**src/verilog/nlc_fix_pkg.sv**
```systemverilog
package nlc_fix_pkg;

  // Arithmetic word, signed Q16.16
  localparam int FIX_W = 32;
  localparam int FRAC_BITS = 16;

  // ADC sample and corrected output width
  localparam int SAMPLE_W = 21;

  typedef logic signed [FIX_W-1:0] fix_t;
  typedef logic signed [SAMPLE_W-1:0] sample_t;

endpackage

```
**src/verilog/nlc_chan_pkg.sv**
```systemverilog
package nlc_chan_pkg;

  // Highest polynomial coefficient
  localparam int POLY_ORDER = 5;

  // One channel's constants, coeff[5] is the leading term
  typedef struct packed {
    nlc_fix_pkg::sample_t                     sample;
    nlc_fix_pkg::fix_t                        neg_mean;
    nlc_fix_pkg::fix_t                        recip_stdev;
    nlc_fix_pkg::fix_t [POLY_ORDER:0]         coeff;
  } chan_params_t;

  typedef enum logic {
    OP_ADD = 1'b0,
    OP_MUL = 1'b1
  } arith_op_t;

  // Requester tags on the shared unit
  localparam logic TAG_NORM = 1'b0;
  localparam logic TAG_POLY = 1'b1;

  typedef struct packed {
    arith_op_t         op;
    nlc_fix_pkg::fix_t a;
    nlc_fix_pkg::fix_t b;
    logic              tag;
  } arith_req_t;

  typedef struct packed {
    nlc_fix_pkg::fix_t result;
    logic              tag;
  } arith_rsp_t;

endpackage

```
**src/verilog/nlc_poly_engine.sv**
```systemverilog
module nlc_poly_engine #(
  parameter int NUM_CH = 16
) (
  input  logic                        clk,
  input  logic                        rst,
  input  logic                        start,
  input  logic                        norm_valid,
  input  logic [$clog2(NUM_CH)-1:0]   norm_chan,
  input  nlc_fix_pkg::fix_t           norm_value,
  output logic [$clog2(NUM_CH)-1:0]   chan,
  input  nlc_chan_pkg::chan_params_t  params,
  output logic                        req_valid,
  output nlc_chan_pkg::arith_req_t    req,
  input  logic                        gnt,
  input  logic                        rsp_valid,
  input  nlc_fix_pkg::fix_t           rsp_result,
  output logic                        out_valid,
  output logic [$clog2(NUM_CH)-1:0]   out_chan,
  output nlc_fix_pkg::sample_t        out_value,
  output logic                        done
);
  import nlc_fix_pkg::*;
  import nlc_chan_pkg::*;

  localparam int CH_W = $clog2(NUM_CH);
  localparam int K_W  = $clog2(POLY_ORDER + 1);

  typedef enum logic [2:0] {
    S_IDLE,
    S_WAIT_RDY,
    S_MUL_REQ,
    S_MUL_WAIT,
    S_ADD_REQ,
    S_ADD_WAIT
  } state_t;

  state_t            state;
  logic [CH_W-1:0]   chan_q;
  logic [K_W-1:0]    k_q;
  logic [NUM_CH-1:0] ready_q;
  fix_t              acc_q;
  fix_t              norm_mem [NUM_CH];

  assign chan = chan_q;

  // Horner step: acc * x, then acc + coeff[k]
  always_comb begin
    req_valid = (state == S_MUL_REQ) || (state == S_ADD_REQ);
    req.op    = (state == S_MUL_REQ) ? OP_MUL : OP_ADD;
    req.a     = acc_q;
    req.b     = (state == S_MUL_REQ) ? norm_mem[chan_q] : params.coeff[k_q];
    req.tag   = 1'b0;
  end

  always_ff @(posedge clk) begin
    if (rst) begin
      state     <= S_IDLE;
      chan_q    <= '0;
      k_q       <= '0;
      ready_q   <= '0;
      out_valid <= 1'b0;
      done      <= 1'b0;
    end else begin
      out_valid <= 1'b0;
      if (norm_valid) begin
        ready_q[norm_chan] <= 1'b1;
      end
      case (state)
        S_IDLE: begin
          if (start) begin
            ready_q <= '0;
            done    <= 1'b0;
            chan_q  <= '0;
            state   <= S_WAIT_RDY;
          end
        end
        S_WAIT_RDY: begin
          if (ready_q[chan_q]) begin
            k_q   <= K_W'(POLY_ORDER - 1);
            state <= S_MUL_REQ;
          end
        end
        S_MUL_REQ: begin
          if (gnt) begin
            state <= S_MUL_WAIT;
          end
        end
        S_MUL_WAIT: begin
          if (rsp_valid) begin
            state <= S_ADD_REQ;
          end
        end
        S_ADD_REQ: begin
          if (gnt) begin
            state <= S_ADD_WAIT;
          end
        end
        default: begin
          if (rsp_valid && k_q != '0) begin
            k_q   <= k_q - 1'b1;
            state <= S_MUL_REQ;
          end else if (rsp_valid) begin
            out_valid <= 1'b1;
            if (chan_q == CH_W'(NUM_CH - 1)) begin
              done  <= 1'b1;
              state <= S_IDLE;
            end else begin
              chan_q <= chan_q + 1'b1;
              state  <= S_WAIT_RDY;
            end
          end
        end
      endcase
    end
  end

  always_ff @(posedge clk) begin
    if (norm_valid) begin
      norm_mem[norm_chan] <= norm_value;
    end
    if (state == S_WAIT_RDY) begin
      acc_q <= params.coeff[POLY_ORDER];
    end else if (rsp_valid) begin
      acc_q <= rsp_result;
    end
    // Floor back to an integer sample
    if (rsp_valid && state == S_ADD_WAIT && k_q == '0) begin
      out_chan  <= chan_q;
      out_value <= sample_t'(rsp_result >>> FRAC_BITS);
    end
  end

endmodule

```
**config.mk**
```make
export PLATFORM = sky130hd
export DESIGN_NAME = nlc_poly_engine
export DESIGN_NICKNAME = d
export VERILOG_FILES = /design/src/verilog/nlc_fix_pkg.sv /design/src/verilog/nlc_chan_pkg.sv /design/src/verilog/nlc_poly_engine.sv
export SDC_FILE = /design/constraint.sdc
export NUM_CORES = 1
export LEC_CHECK = 0
export BUFFER_PORTS_ARGS = -buffer_cell sky130_fd_sc_hd__buf_4
export CORE_MARGIN = 3
export CORE_UTILIZATION = 56
export CTS_CLUSTER_SIZE = 20
export DETAILED_ROUTE_END_ITERATION = 16
export HOLD_SLACK_MARGIN = 0.12
export PLACE_DENSITY = 0.86
export SLEW_MARGIN = 40
export SYNTH_ARGS = -nofsm -noshare
export SYNTH_HDL_FRONTEND = slang
export SYNTH_SLANG_ARGS = --single-unit
```
**constraint.sdc**
```tcl
create_clock -name clk -period 3.9 [get_ports clk]
set_input_delay 0.39 -clock clk [delete_from_list [all_inputs] [get_ports clk]]
set_output_delay 0.39 -clock clk [all_outputs]
set_load 0.1 [all_outputs]
```
[Word level (Yosys, flattened, before mapping)]
Memory sizes are Yosys's and may differ from the RTL's. A register that Yosys moved wholly into a read port is not among the register bits.
Cells that the tools add are included.
Word-level totals
  logic and storage cells: 92
  bits in registers: 80
  output and inout port bits: 98
  bits in writable memories: 512
  memories: 1
Memories
  norm_mem: words 16, width 32, rd ports 1, clocked after Yosys merged registers in 1, write ports 1, line nlc_poly_engine.sv:42  | fix_t norm_mem [NUM_CH];
Operators by class
  equality and inequality tests: 13
  add/sub/neg operators: 2
  reductions and logical operators: 20
  order comparisons: 4
  mux-type cells: 40
  bitwise gates (word level): 3
Operators with widths (number)
  32-bit 2-to-1 mux: 4
  32-bit binary-select mux with 3-bit select: 1
  16-bit 2-to-1 mux: 3
  3-bit 2-to-1 mux: 9
  4-bit 2-to-1 mux: 6
  16-bit bitwise OR: 1
  3-bit case mux with 5 select lines: 1
  1-bit 2-to-1 mux: 11
  4-bit by 5-bit < comparator with 1-bit output, second input constant: 2
  2-bit != test, second input constant: 5
  5-bit AND reduction: 2
  4-bit case mux with 2 select lines: 1
  2-bit nonzero test: 4
  4-bit OR reduction: 2
  7-bit OR reduction: 1
  3-bit by 2-bit == test with 1-bit output, second input constant: 2
  3-bit == test, second input constant: 2
  3-bit zero test: 2
  3-bit case mux with 2 select lines: 1
  6-bit AND reduction: 1
  6-bit nonzero test: 1
  4-bit by 1-bit adder with 4-bit output, second input constant: 1
  1-bit binary-select mux with 4-bit select: 1
  1-bit demux with 4-bit select: 1
  other kinds (12): 17

[Longest topological paths before layout]
Gate-level depths: netlist (run 1).
  depth after elaboration: 8
  mapped depth: 10
  mapped depth without buffers: 7

[Least setup slack after synthesis (run 1)]
OpenSTA, ideal clock, no wires.
  path kind: input-to-reg
  start point: in norm_chan[1]
  end point: mem norm_mem[0][0] (netlist bit), enable pin
  required time: 3.436 ns
  data arrival time: 3.159 ns
  buffers on the path: 0
  slack: 0.277 ns
  stages on the path: 2
  path through: or3b_2 -> nor3_1
RTL lines
  start, declared: line nlc_poly_engine.sv:8  | input logic [$clog2(NUM_CH)-1:0] norm_chan,
  end, declared: line nlc_poly_engine.sv:42
No word-level cell before the write port.

==> metrics.txt, run 1 <==
Clk Latency, worst-skew pair just over 0.6 ns; Min-Delay Startpoint params[160]; largest net degree at the start of global routing 38; detailed-route via count 15.0k; TritonRoute pass-1 iters 5; Worst Path Max Fanout 31; Post-synth top flop edfxtp_1; critical path capture point type output port; Site Rows 75; Slew @ Worst Pin ~0.84 ns; drt total wl between 70 and 80 mm; drt drc 0; initial core utilization a little under three fifths; fin worst setup slack approximately 0.28 ns; Hold Crit Class primary input to flop; Total Nets Final roughly 2.0k; DP Cell Count ~2.1k; post-route cell area ~30000 sq um; Max stage delay on crit path about 0.6 ns; synthesized cell area between 20000 and 25000 sq um; max-slew violation count 0; CTS root buf clkbuf_16; CTS Buf Count 56; worst-path cell chain buf_12, mux4_2, mux4_2, nor2_1, a21oi_1, buf_4; RD Place Congestion between 1 and 1.5; area share of the largest cell type after synthesis 69.4%; first-pass GRT wire length ~110 mm; Area contributors post-synth edfxtp_1 (69%), mux4_2 (18%), dfxtp_1 (2.6%); post-synth cell types 44; remaining antenna violation count 0; Post-Syn Area per Cell between 20 and 25 sq um; largest area contributor in the netlist edfxtp_1; Synth warnings 0; Slowest-stage cell, CP mux4_2; total track usage approximately a third; Highest Clock Rate roughly 0.28 GHz; CP arrival 3.23 ns; setup TNS 0 ns; PwrDens around 690 nW/um^2; initial antenna violation count 10; Fill cells ~2.4k; cell mode on critical path mux4_2; Final Util 72.6%; via/cell ratio 6.47; Post-synth EDFFs approximately 560; status finished, final reports clean; worst vdd ir around 740 uV; clock tree buffer depth 3; DRC marker count from the first detailed-route iteration 1978; Async S/R FF share, synth 0%; crit path launch type flop; WS Path Type flop to output port; Chip Height between 200 and 250 um; area of the multi-input gates approximately 6500 sq um; post-layout min period 3.62 ns; Die ar. ~46000 sq um; Yosys reg bits between 500 and 600; Boundary Pins between 400 and 500; slew margin rel. around 44%; Hold Fails Final Rpt 0; postcts setup bufs 0; Data required, critical path between 3 and 4 ns; unrepaired setup endpoints after global routing no; Sequential cell area ~18000 sq um; CTS H-Tree Depth 2; final setup violation count 0; Maximum Capacitance Violations 0; Core Region ~43000 sq um; clock sinks ~600; Bufs and invs on worst path 2; CTS tree built; fin crit share between 90 and 100%; syn nets between 1.5k and 2k; leak pwr just over 0.01 uW; IO buf count between 300 and 400; clk slew on worst S/H paths about 0.07 ns; area grow syn2layout 26.5%; Synth Instances roughly 1.2k; vias in the first global route ~15k; setup skew after layout 0.0156 ns; crit-path leading delay family multiplexers; Seq/Total Area, Yosys 72.1%; dpl ws 0.912 ns; Non-Filler Instances around 2.3k; Reg-to-Reg Start state[0]; detailed placement HPWL ~45 mm; DIE WIDTH 215 um; DR WL/cell between 30 and 40 um; Remaining Overflow, GRT 0; share of cells above drive strength 1 a little over two fifths; Cell Area, Placed between 20000 and 30000 sq um
[placed cells by master (no fill, tap or decap), types with 6 or more instances in the layout]
cell type	count
edfxtp_1	564
clkinv_1	16
mux2_2	32
dlygate4sd3_1	96
nor2_1	109
buf_12	8
nor2_4	12
buf_4	396
bufinv_16	6
diode_2	9
a21oi_1	72
mux2i_1	35
mux4_2	195
dfxtp_1	26
clkbuf_16	57
nand2_1	9
clkbuf_1	9
inv_1	7
[kinds of logic after synthesis]
group / synth area share [%]
muxes: 20.9
and+or+nand+nor: 2.92
DFF: 72.1
adders and majority gates: 0.154
buffers and inverters: 1.73
AOI/OAI and AO/OA: 2.11
other: 0.0154
xor gates and xnor gates: 0.0718
[where the power goes]
part | internal, uW | leakage [uW] | total [uW] | switching, uW
logic | 2420 | 0.00408 | 8080 | 5670
clock network | 3150 | 0.000901 | 5550 | 2400
registers | 7320 | 0.00539 | 7590 | 264
[metal layers]
layer  track usage [%]  part of all wire (%)  wire, um
met1              40.2                    33     24700
met2              54.4                    50     37700
met3              7.13                    11      7940
met4              18.9                   6.5      4890
met5                 0                 0.029        22
[synthesized netlist by cell type, types with 4 or more instances]
cell type / number
edfxtp_1: 564
mux4_2: 195
nor2_1: 121
a21oi_1: 72
mux2i_1: 35
dfxtp_1: 32
mux2_2: 32
clkbuf_1: 29
buf_4: 18
buf_2: 17
nand2_1: 10
buf_1: 9
inv_1: 7
nor3_1: 6
nand2b_1: 4
nand3_1: 4
[path summary, 6_finish.rpt]
path                     end  slack [ns]  cells after the start
setup / recovery     req[14]        0.28                      6
hold / removal      acc_q[0]        0.14                      2
setup reg to reg    acc_q[9]        0.98                      4
hold reg to reg   ready_q[2]        0.47                      2
[registers in the layout (all words and copies together), names as in the netlist, named ones only]
name	flops
out_chan	4
ready_q	16
done	1
chan	4
out_valid	1
acc_q	32
state	3
k_q	3
out_value	16
norm_mem	512
[metrics by stage]
step | total power, uW | hold WS, ns
2_1_floorplan | 13600 | 0.435
3_3_place_gp | 15400 | 0.445
3_5_place_dp | 15500 | 0.459
4_1_cts | 21200 | 0.126
5_1_grt | 21800 | 0.142
6_report | 21200 | 0.139
[repair_timing]
item | 4_1_cts | 5_1_grt
resized for setup | 0 | 0
hold endpoints to repair | 572 | 0
hold buffers | 96 | 0
[area by class of cell]
cell class              instances  share of cell area, %
diodes                          9                 0.0730
well taps                     577                   2.34
repair buffers                501                   13.3
inverters                       7                 0.0852
flip-flops and latches        596                   57.0
clock buffers                  69                   4.87
clock inverters                36                   1.18
multi-input cells             524                   21.1
Note: power is estimated with default switching activity, not from simulation.
==> run 2, diff against run 1 <==
- CORE_UTILIZATION: 56 -> 50
- PLACE_DENSITY: 0.86 -> 0.79
==> metrics.txt, run 2 (same netlist as run 1, synthesis figures left out) <==
Worst Path Max Fanout 37; clock tree buffer depth 3; post-cts sizing count 0; Clk Latency, worst-skew pair approximately 0.59 ns; area of the multi-input gates between 6000 and 7000 sq um; leak pwr approximately 0.01 uW; Slew @ Worst Pin between 0.7 and 0.8 ns; via/cell ratio roughly 6.1; Remaining Overflow, GRT 0; Hold Fails Final Rpt 0; Die ar. about 51000 sq um; area grow syn2layout 25.6%; initial core utilization 50.9%; crit path launch type flop; Cell Area, Placed ~28000 sq um; Boundary Pins about 450; IO buf count around 360; DR WL/cell 28.8 um; r2r setup slk 1.27 ns; unrepaired setup endpoints after global routing no; DP Cell Count 2143; Sequential cell area around 18000 sq um; Largest Register norm_mem; commonest non-fill, non-tap cell in the layout edfxtp_1; CTS tree built; Non-Filler Instances 2329; biggest regs norm_mem: 512 flops, acc_q: 32 flops; drt total wl between 60 and 70 mm; Data required, critical path between 3 and 4 ns; RR Endpoint acc_q[8]; CTS root buf clkbuf_16; fin crit share 89.9%; postcts setup bufs 0; clk slew on worst S/H paths around 0.070 ns; post-route cell area slightly above 30000 sq um; most frequent cells in the layout edfxtp_1 (564), buf_4 (393), mux4_2 (195); detailed placement HPWL 40.7 mm; vias in the first global route 14.7k; Fill cells between 3k and 4k; CTS H-Tree Depth 2; Site Rows 80; drt drc 0; Highest Clock Rate roughly 0.29 GHz; initial antenna violation count 8; DIE WIDTH around 230 um; detailed-route via count between 10k and 15k; Hold Crit Class primary input to flop; Reg-to-Reg Start state[0]; max-slew violation count 0; Total Nets Final 2021; Chip Height between 200 and 250 um; status finished, final reports clean; final setup violation count 0; worst vdd ir ~590 uV; DRC marker count from the first detailed-route iteration 1393; R2R depth 4; setup TNS 0 ns; first-pass GRT wire length about 96 mm; PwrDens between 600 and 700 nW/um^2; total track usage 26.0%; max reg flops slightly above 500; Final Util a little under two thirds; WS Path Type flop to output port; setup skew after layout 0.0154 ns; Maximum Capacitance Violations 0; share of cells above drive strength 1 between 40 and 50%; TritonRoute pass-1 iters 5; RD Place Congestion roughly 0.9; clock sinks roughly 600; CP arrival around 3.1 ns; Critical Path Sink req[4]; CTS Buf Count 55; post-layout min period 3.51 ns; largest net degree at the start of global routing 50; Core Region roughly 48000 sq um; critical path capture point type output port; remaining antenna violation count 0; slew margin rel. 50.7%
run 2: cell count changes in the layout (fill, tap and decap cells not counted), sizes merged:
cell,delta
dlygate4sd3,-14
diode,-4
clkinv,+4
clkbuf,-8
buf,-4
inv,-3
clkinvlp,+1
run 2: critical path: stages, from the launching register on:
cell	delay, ns
dfxtp_4	0.75
buf_4	0.36
mux4_2	0.33
mux4_2	0.52
nor2_1	0.14
a21oi_1	0.12
buf_4	0.27
run 2: area by class of cell:
type,count,share of cell area [%]
clock inverters,38,1.13
repair buffers,483,12.8
flip-flops and latches,596,57.4
well taps,615,2.51
inverters,7,0.0858
multi-input cells,524,21.3
diodes,5,0.0408
clock buffers,61,4.71
run 2: worst min-delay path by stage:
stage | from | end | slack, ns | cells after the start
floorplan | ready_q[10] | ready_q[10] | 0.43 | 2
global placement | ready_q[10] | ready_q[10] | 0.45 | 2
detailed placement | ready_q[4] | ready_q[4] | 0.46 | 2
CTS | params[188] | acc_q[28] | 0.12 | 2
global route | params[183] | acc_q[23] | 0.13 | 2
finish | params[177] | acc_q[17] | 0.14 | 2
run 2: power by group:
group	internal, uW	switching [uW]
registers	7320	243
logic	2380	5610
clock network	3050	2270
total	12700	8130
run 2: what timing repair did:
action                                  CTS  global route
endpoints found under the hold margin   567             0
endpoints found under the setup margin    0             0
hold buffers                             82             0
run 2: metal layers:
layer / vias to the layer above / global-route usage, % / wire (um)
li1: 5902 / - / -
met1: 7285 / 30.8 / 23500
met2: 770 / 44.8 / 34900
met3: 181 / 5.90 / 5330
met4: 6 / 13.2 / 3430
met5: - / 0 / 34
run 2: metrics by stage:
stage / hold WS (ns) / worst slack [ns] / power [uW]
2_1_floorplan: 0.435 / 0.277 / 13600
3_3_place_gp: 0.445 / 1.03 / 15400
3_5_place_dp: 0.459 / 1.03 / 15500
4_1_cts: 0.121 / 0.361 / 20900
5_1_grt: 0.128 / 0.286 / 21500
6_report: 0.144 / 0.393 / 20900
==> run 3, diff against run 2 <==
- CELL_PAD_IN_SITES_DETAIL_PLACEMENT: not set -> 1
- CELL_PAD_IN_SITES_GLOBAL_PLACEMENT: not set -> 1
- CORE_UTILIZATION: 50 -> 48
- GPL_TIMING_DRIVEN: not set -> 1
- PLACE_DENSITY: 0.79 -> not set
- PLACE_DENSITY_LB_ADDON: not set -> 0.1
==> metrics.txt, run 3 (same netlist as run 1, synthesis figures left out) <==
post-cts sizing count 0; initial antenna violation count 7; TritonRoute pass-1 iters 5; Clk Latency, worst-skew pair between 0.6 and 0.7 ns; clk slew on worst S/H paths 0.06 ns; fin crit share between 90% and 100%; CTS H-Tree Depth 2; largest net degree at the start of global routing 48; CTS root buf clkbuf_16; hold_ws about 0.18 ns; final total power between 20000 and 25000 uW; CTS Buf Count 60; max-slew violation count 0; Boundary Pins between 400 and 500; Maximum Capacitance Violations 0; critical path capture point type output port; area grow syn2layout 27.0%; worst-path cell chain buf_4, mux4_2, mux4_2, nor2_1, a21oi_1, buf_4; Highest Clock Rate roughly 0.28 GHz; Slowest-stage cell, CP mux4_2; post-layout min period between 3 and 4 ns; WS Path Type flop to output port; DP Cell Count approximately 2.2k; Slew @ Worst Pin a little over 0.8 ns; unrepaired setup endpoints after global routing no; drt total wl just over 70 mm; biggest regs norm_mem: 512 flops, acc_q: 32 flops; status finished, final reports clean; first-pass GRT wire length 103 mm; remaining antenna violation count 0; Core Region between 40000 and 50000 sq um; Total Nets Final roughly 2.0k; Hold Fails Final Rpt 0; Largest Register norm_mem; crit path launch type flop; vias in the first global route between 15k and 20k; share of cells above drive strength 1 42.5%; detailed-route via count 13.9k; Non-Filler Instances around 2.4k; Hold Crit Class primary input to flop; Chip Height between 200 and 250 um; Site Rows just over 80; Max stage delay on crit path roughly 0.56 ns; CP arrival ~3.2 ns; setup TNS 0 ns; Final Util a little over three fifths; Die ar. between 50000 and 60000 sq um; detailed placement HPWL 45.5 mm; worst vdd ir 421 uV; RD Place Congestion 0.853; setup skew after layout 0.0129 ns; DRC marker count from the first detailed-route iteration approximately 1.3k; Bufs and invs on worst path 2; Remaining Overflow, GRT 0; clock sinks 596; leak pwr a little over 0.01 uW; DR WL/cell between 20 and 30 um; max reg flops just over 500; total track usage a little over a quarter; final setup violation count 0; initial core utilization approximately half; Data required, critical path roughly 3.5 ns; IO buf count 362; slew margin rel. approximately 46%; drt drc 0; via/cell ratio just under 6; PwrDens 677 nW/um^2; most frequent cells in the layout edfxtp_1 (564), buf_4 (390), mux4_2 (195); CTS tree built; commonest non-fill, non-tap cell in the layout edfxtp_1; Worst Path Max Fanout 25; DIE WIDTH approximately 230 um; crit-path leading delay family multiplexers; clock tree buffer depth 3
-- run 3: cell types whose count changed in the layout (fill, tap and decap cells not counted), moves of 4 or more --
| cell | before | now |
|---|---|---|
| dlygate4sd3_1 | 82 | 97 |
| clkbuf_1 | 4 | 17 |
| clkinv_2 | 14 | 6 |
| clkbuf_16 | 57 | 61 |
-- run 3: worst reg2reg max path, stage by stage (launching register included) --
cell and delay (ns):
dfxtp_1 0.54, nor3b_2 0.35, buf_4 0.51, mux2_2 0.46
dlygate4sd3_1 0.58
-- run 3: final timing paths --
path	slack, ns	end	cells after the start	start
worst max-delay path	0.27	req[28]	6	flop
worst min-delay path	0.18	acc_q[1]	2	params[161]
worst max register to register	1.23	acc_q[9]	4	state[0]
worst min register to register	0.47	ready_q[9]	2	ready_q[9]
-- run 3: layout make-up --
class / instances / area [sq um]
clock inverters: 27 / 211
fillers: 4280 / 18600
diodes: 7 / 17.5
inverters: 7 / 26.3
flip-flops and latches: 596 / 17600
multi-input cells: 524 / 6520
repair buffers: 500 / 4160
clock buffers: 81 / 1630
well taps: 664 / 831
-- run 3: metal layers --
layer,wire [um],up-vias,GRT usage [%]
li1,-,5948,-
met1,27700,7295,34.9
met2,36500,528,45.4
met3,4830,101,4.66
met4,2270,0,9.34
met5,0,-,0
-- run 3: power breakdown --
part	switching, uW	internal [uW]
clock network	2310	3110
logic	5570	2420
registers	254	7320
-- run 3: what timing repair did --
item / CTS / global route
setup buffers: 0 / 0
endpoints found under the hold margin: 572 / 0
endpoints found under the setup margin: 0 / 0
hold buffers: 97 / 0
-- run 3: per-stage QoR --
step / area [sq um] / worst slack, ns
finish: 31000 / 0.274
global placement: 28100 / 0.837
floorplan: 24400 / 0.277
detailed placement: 28200 / 0.834
global route: 31000 / 0.0990
CTS: 31000 / 0.159
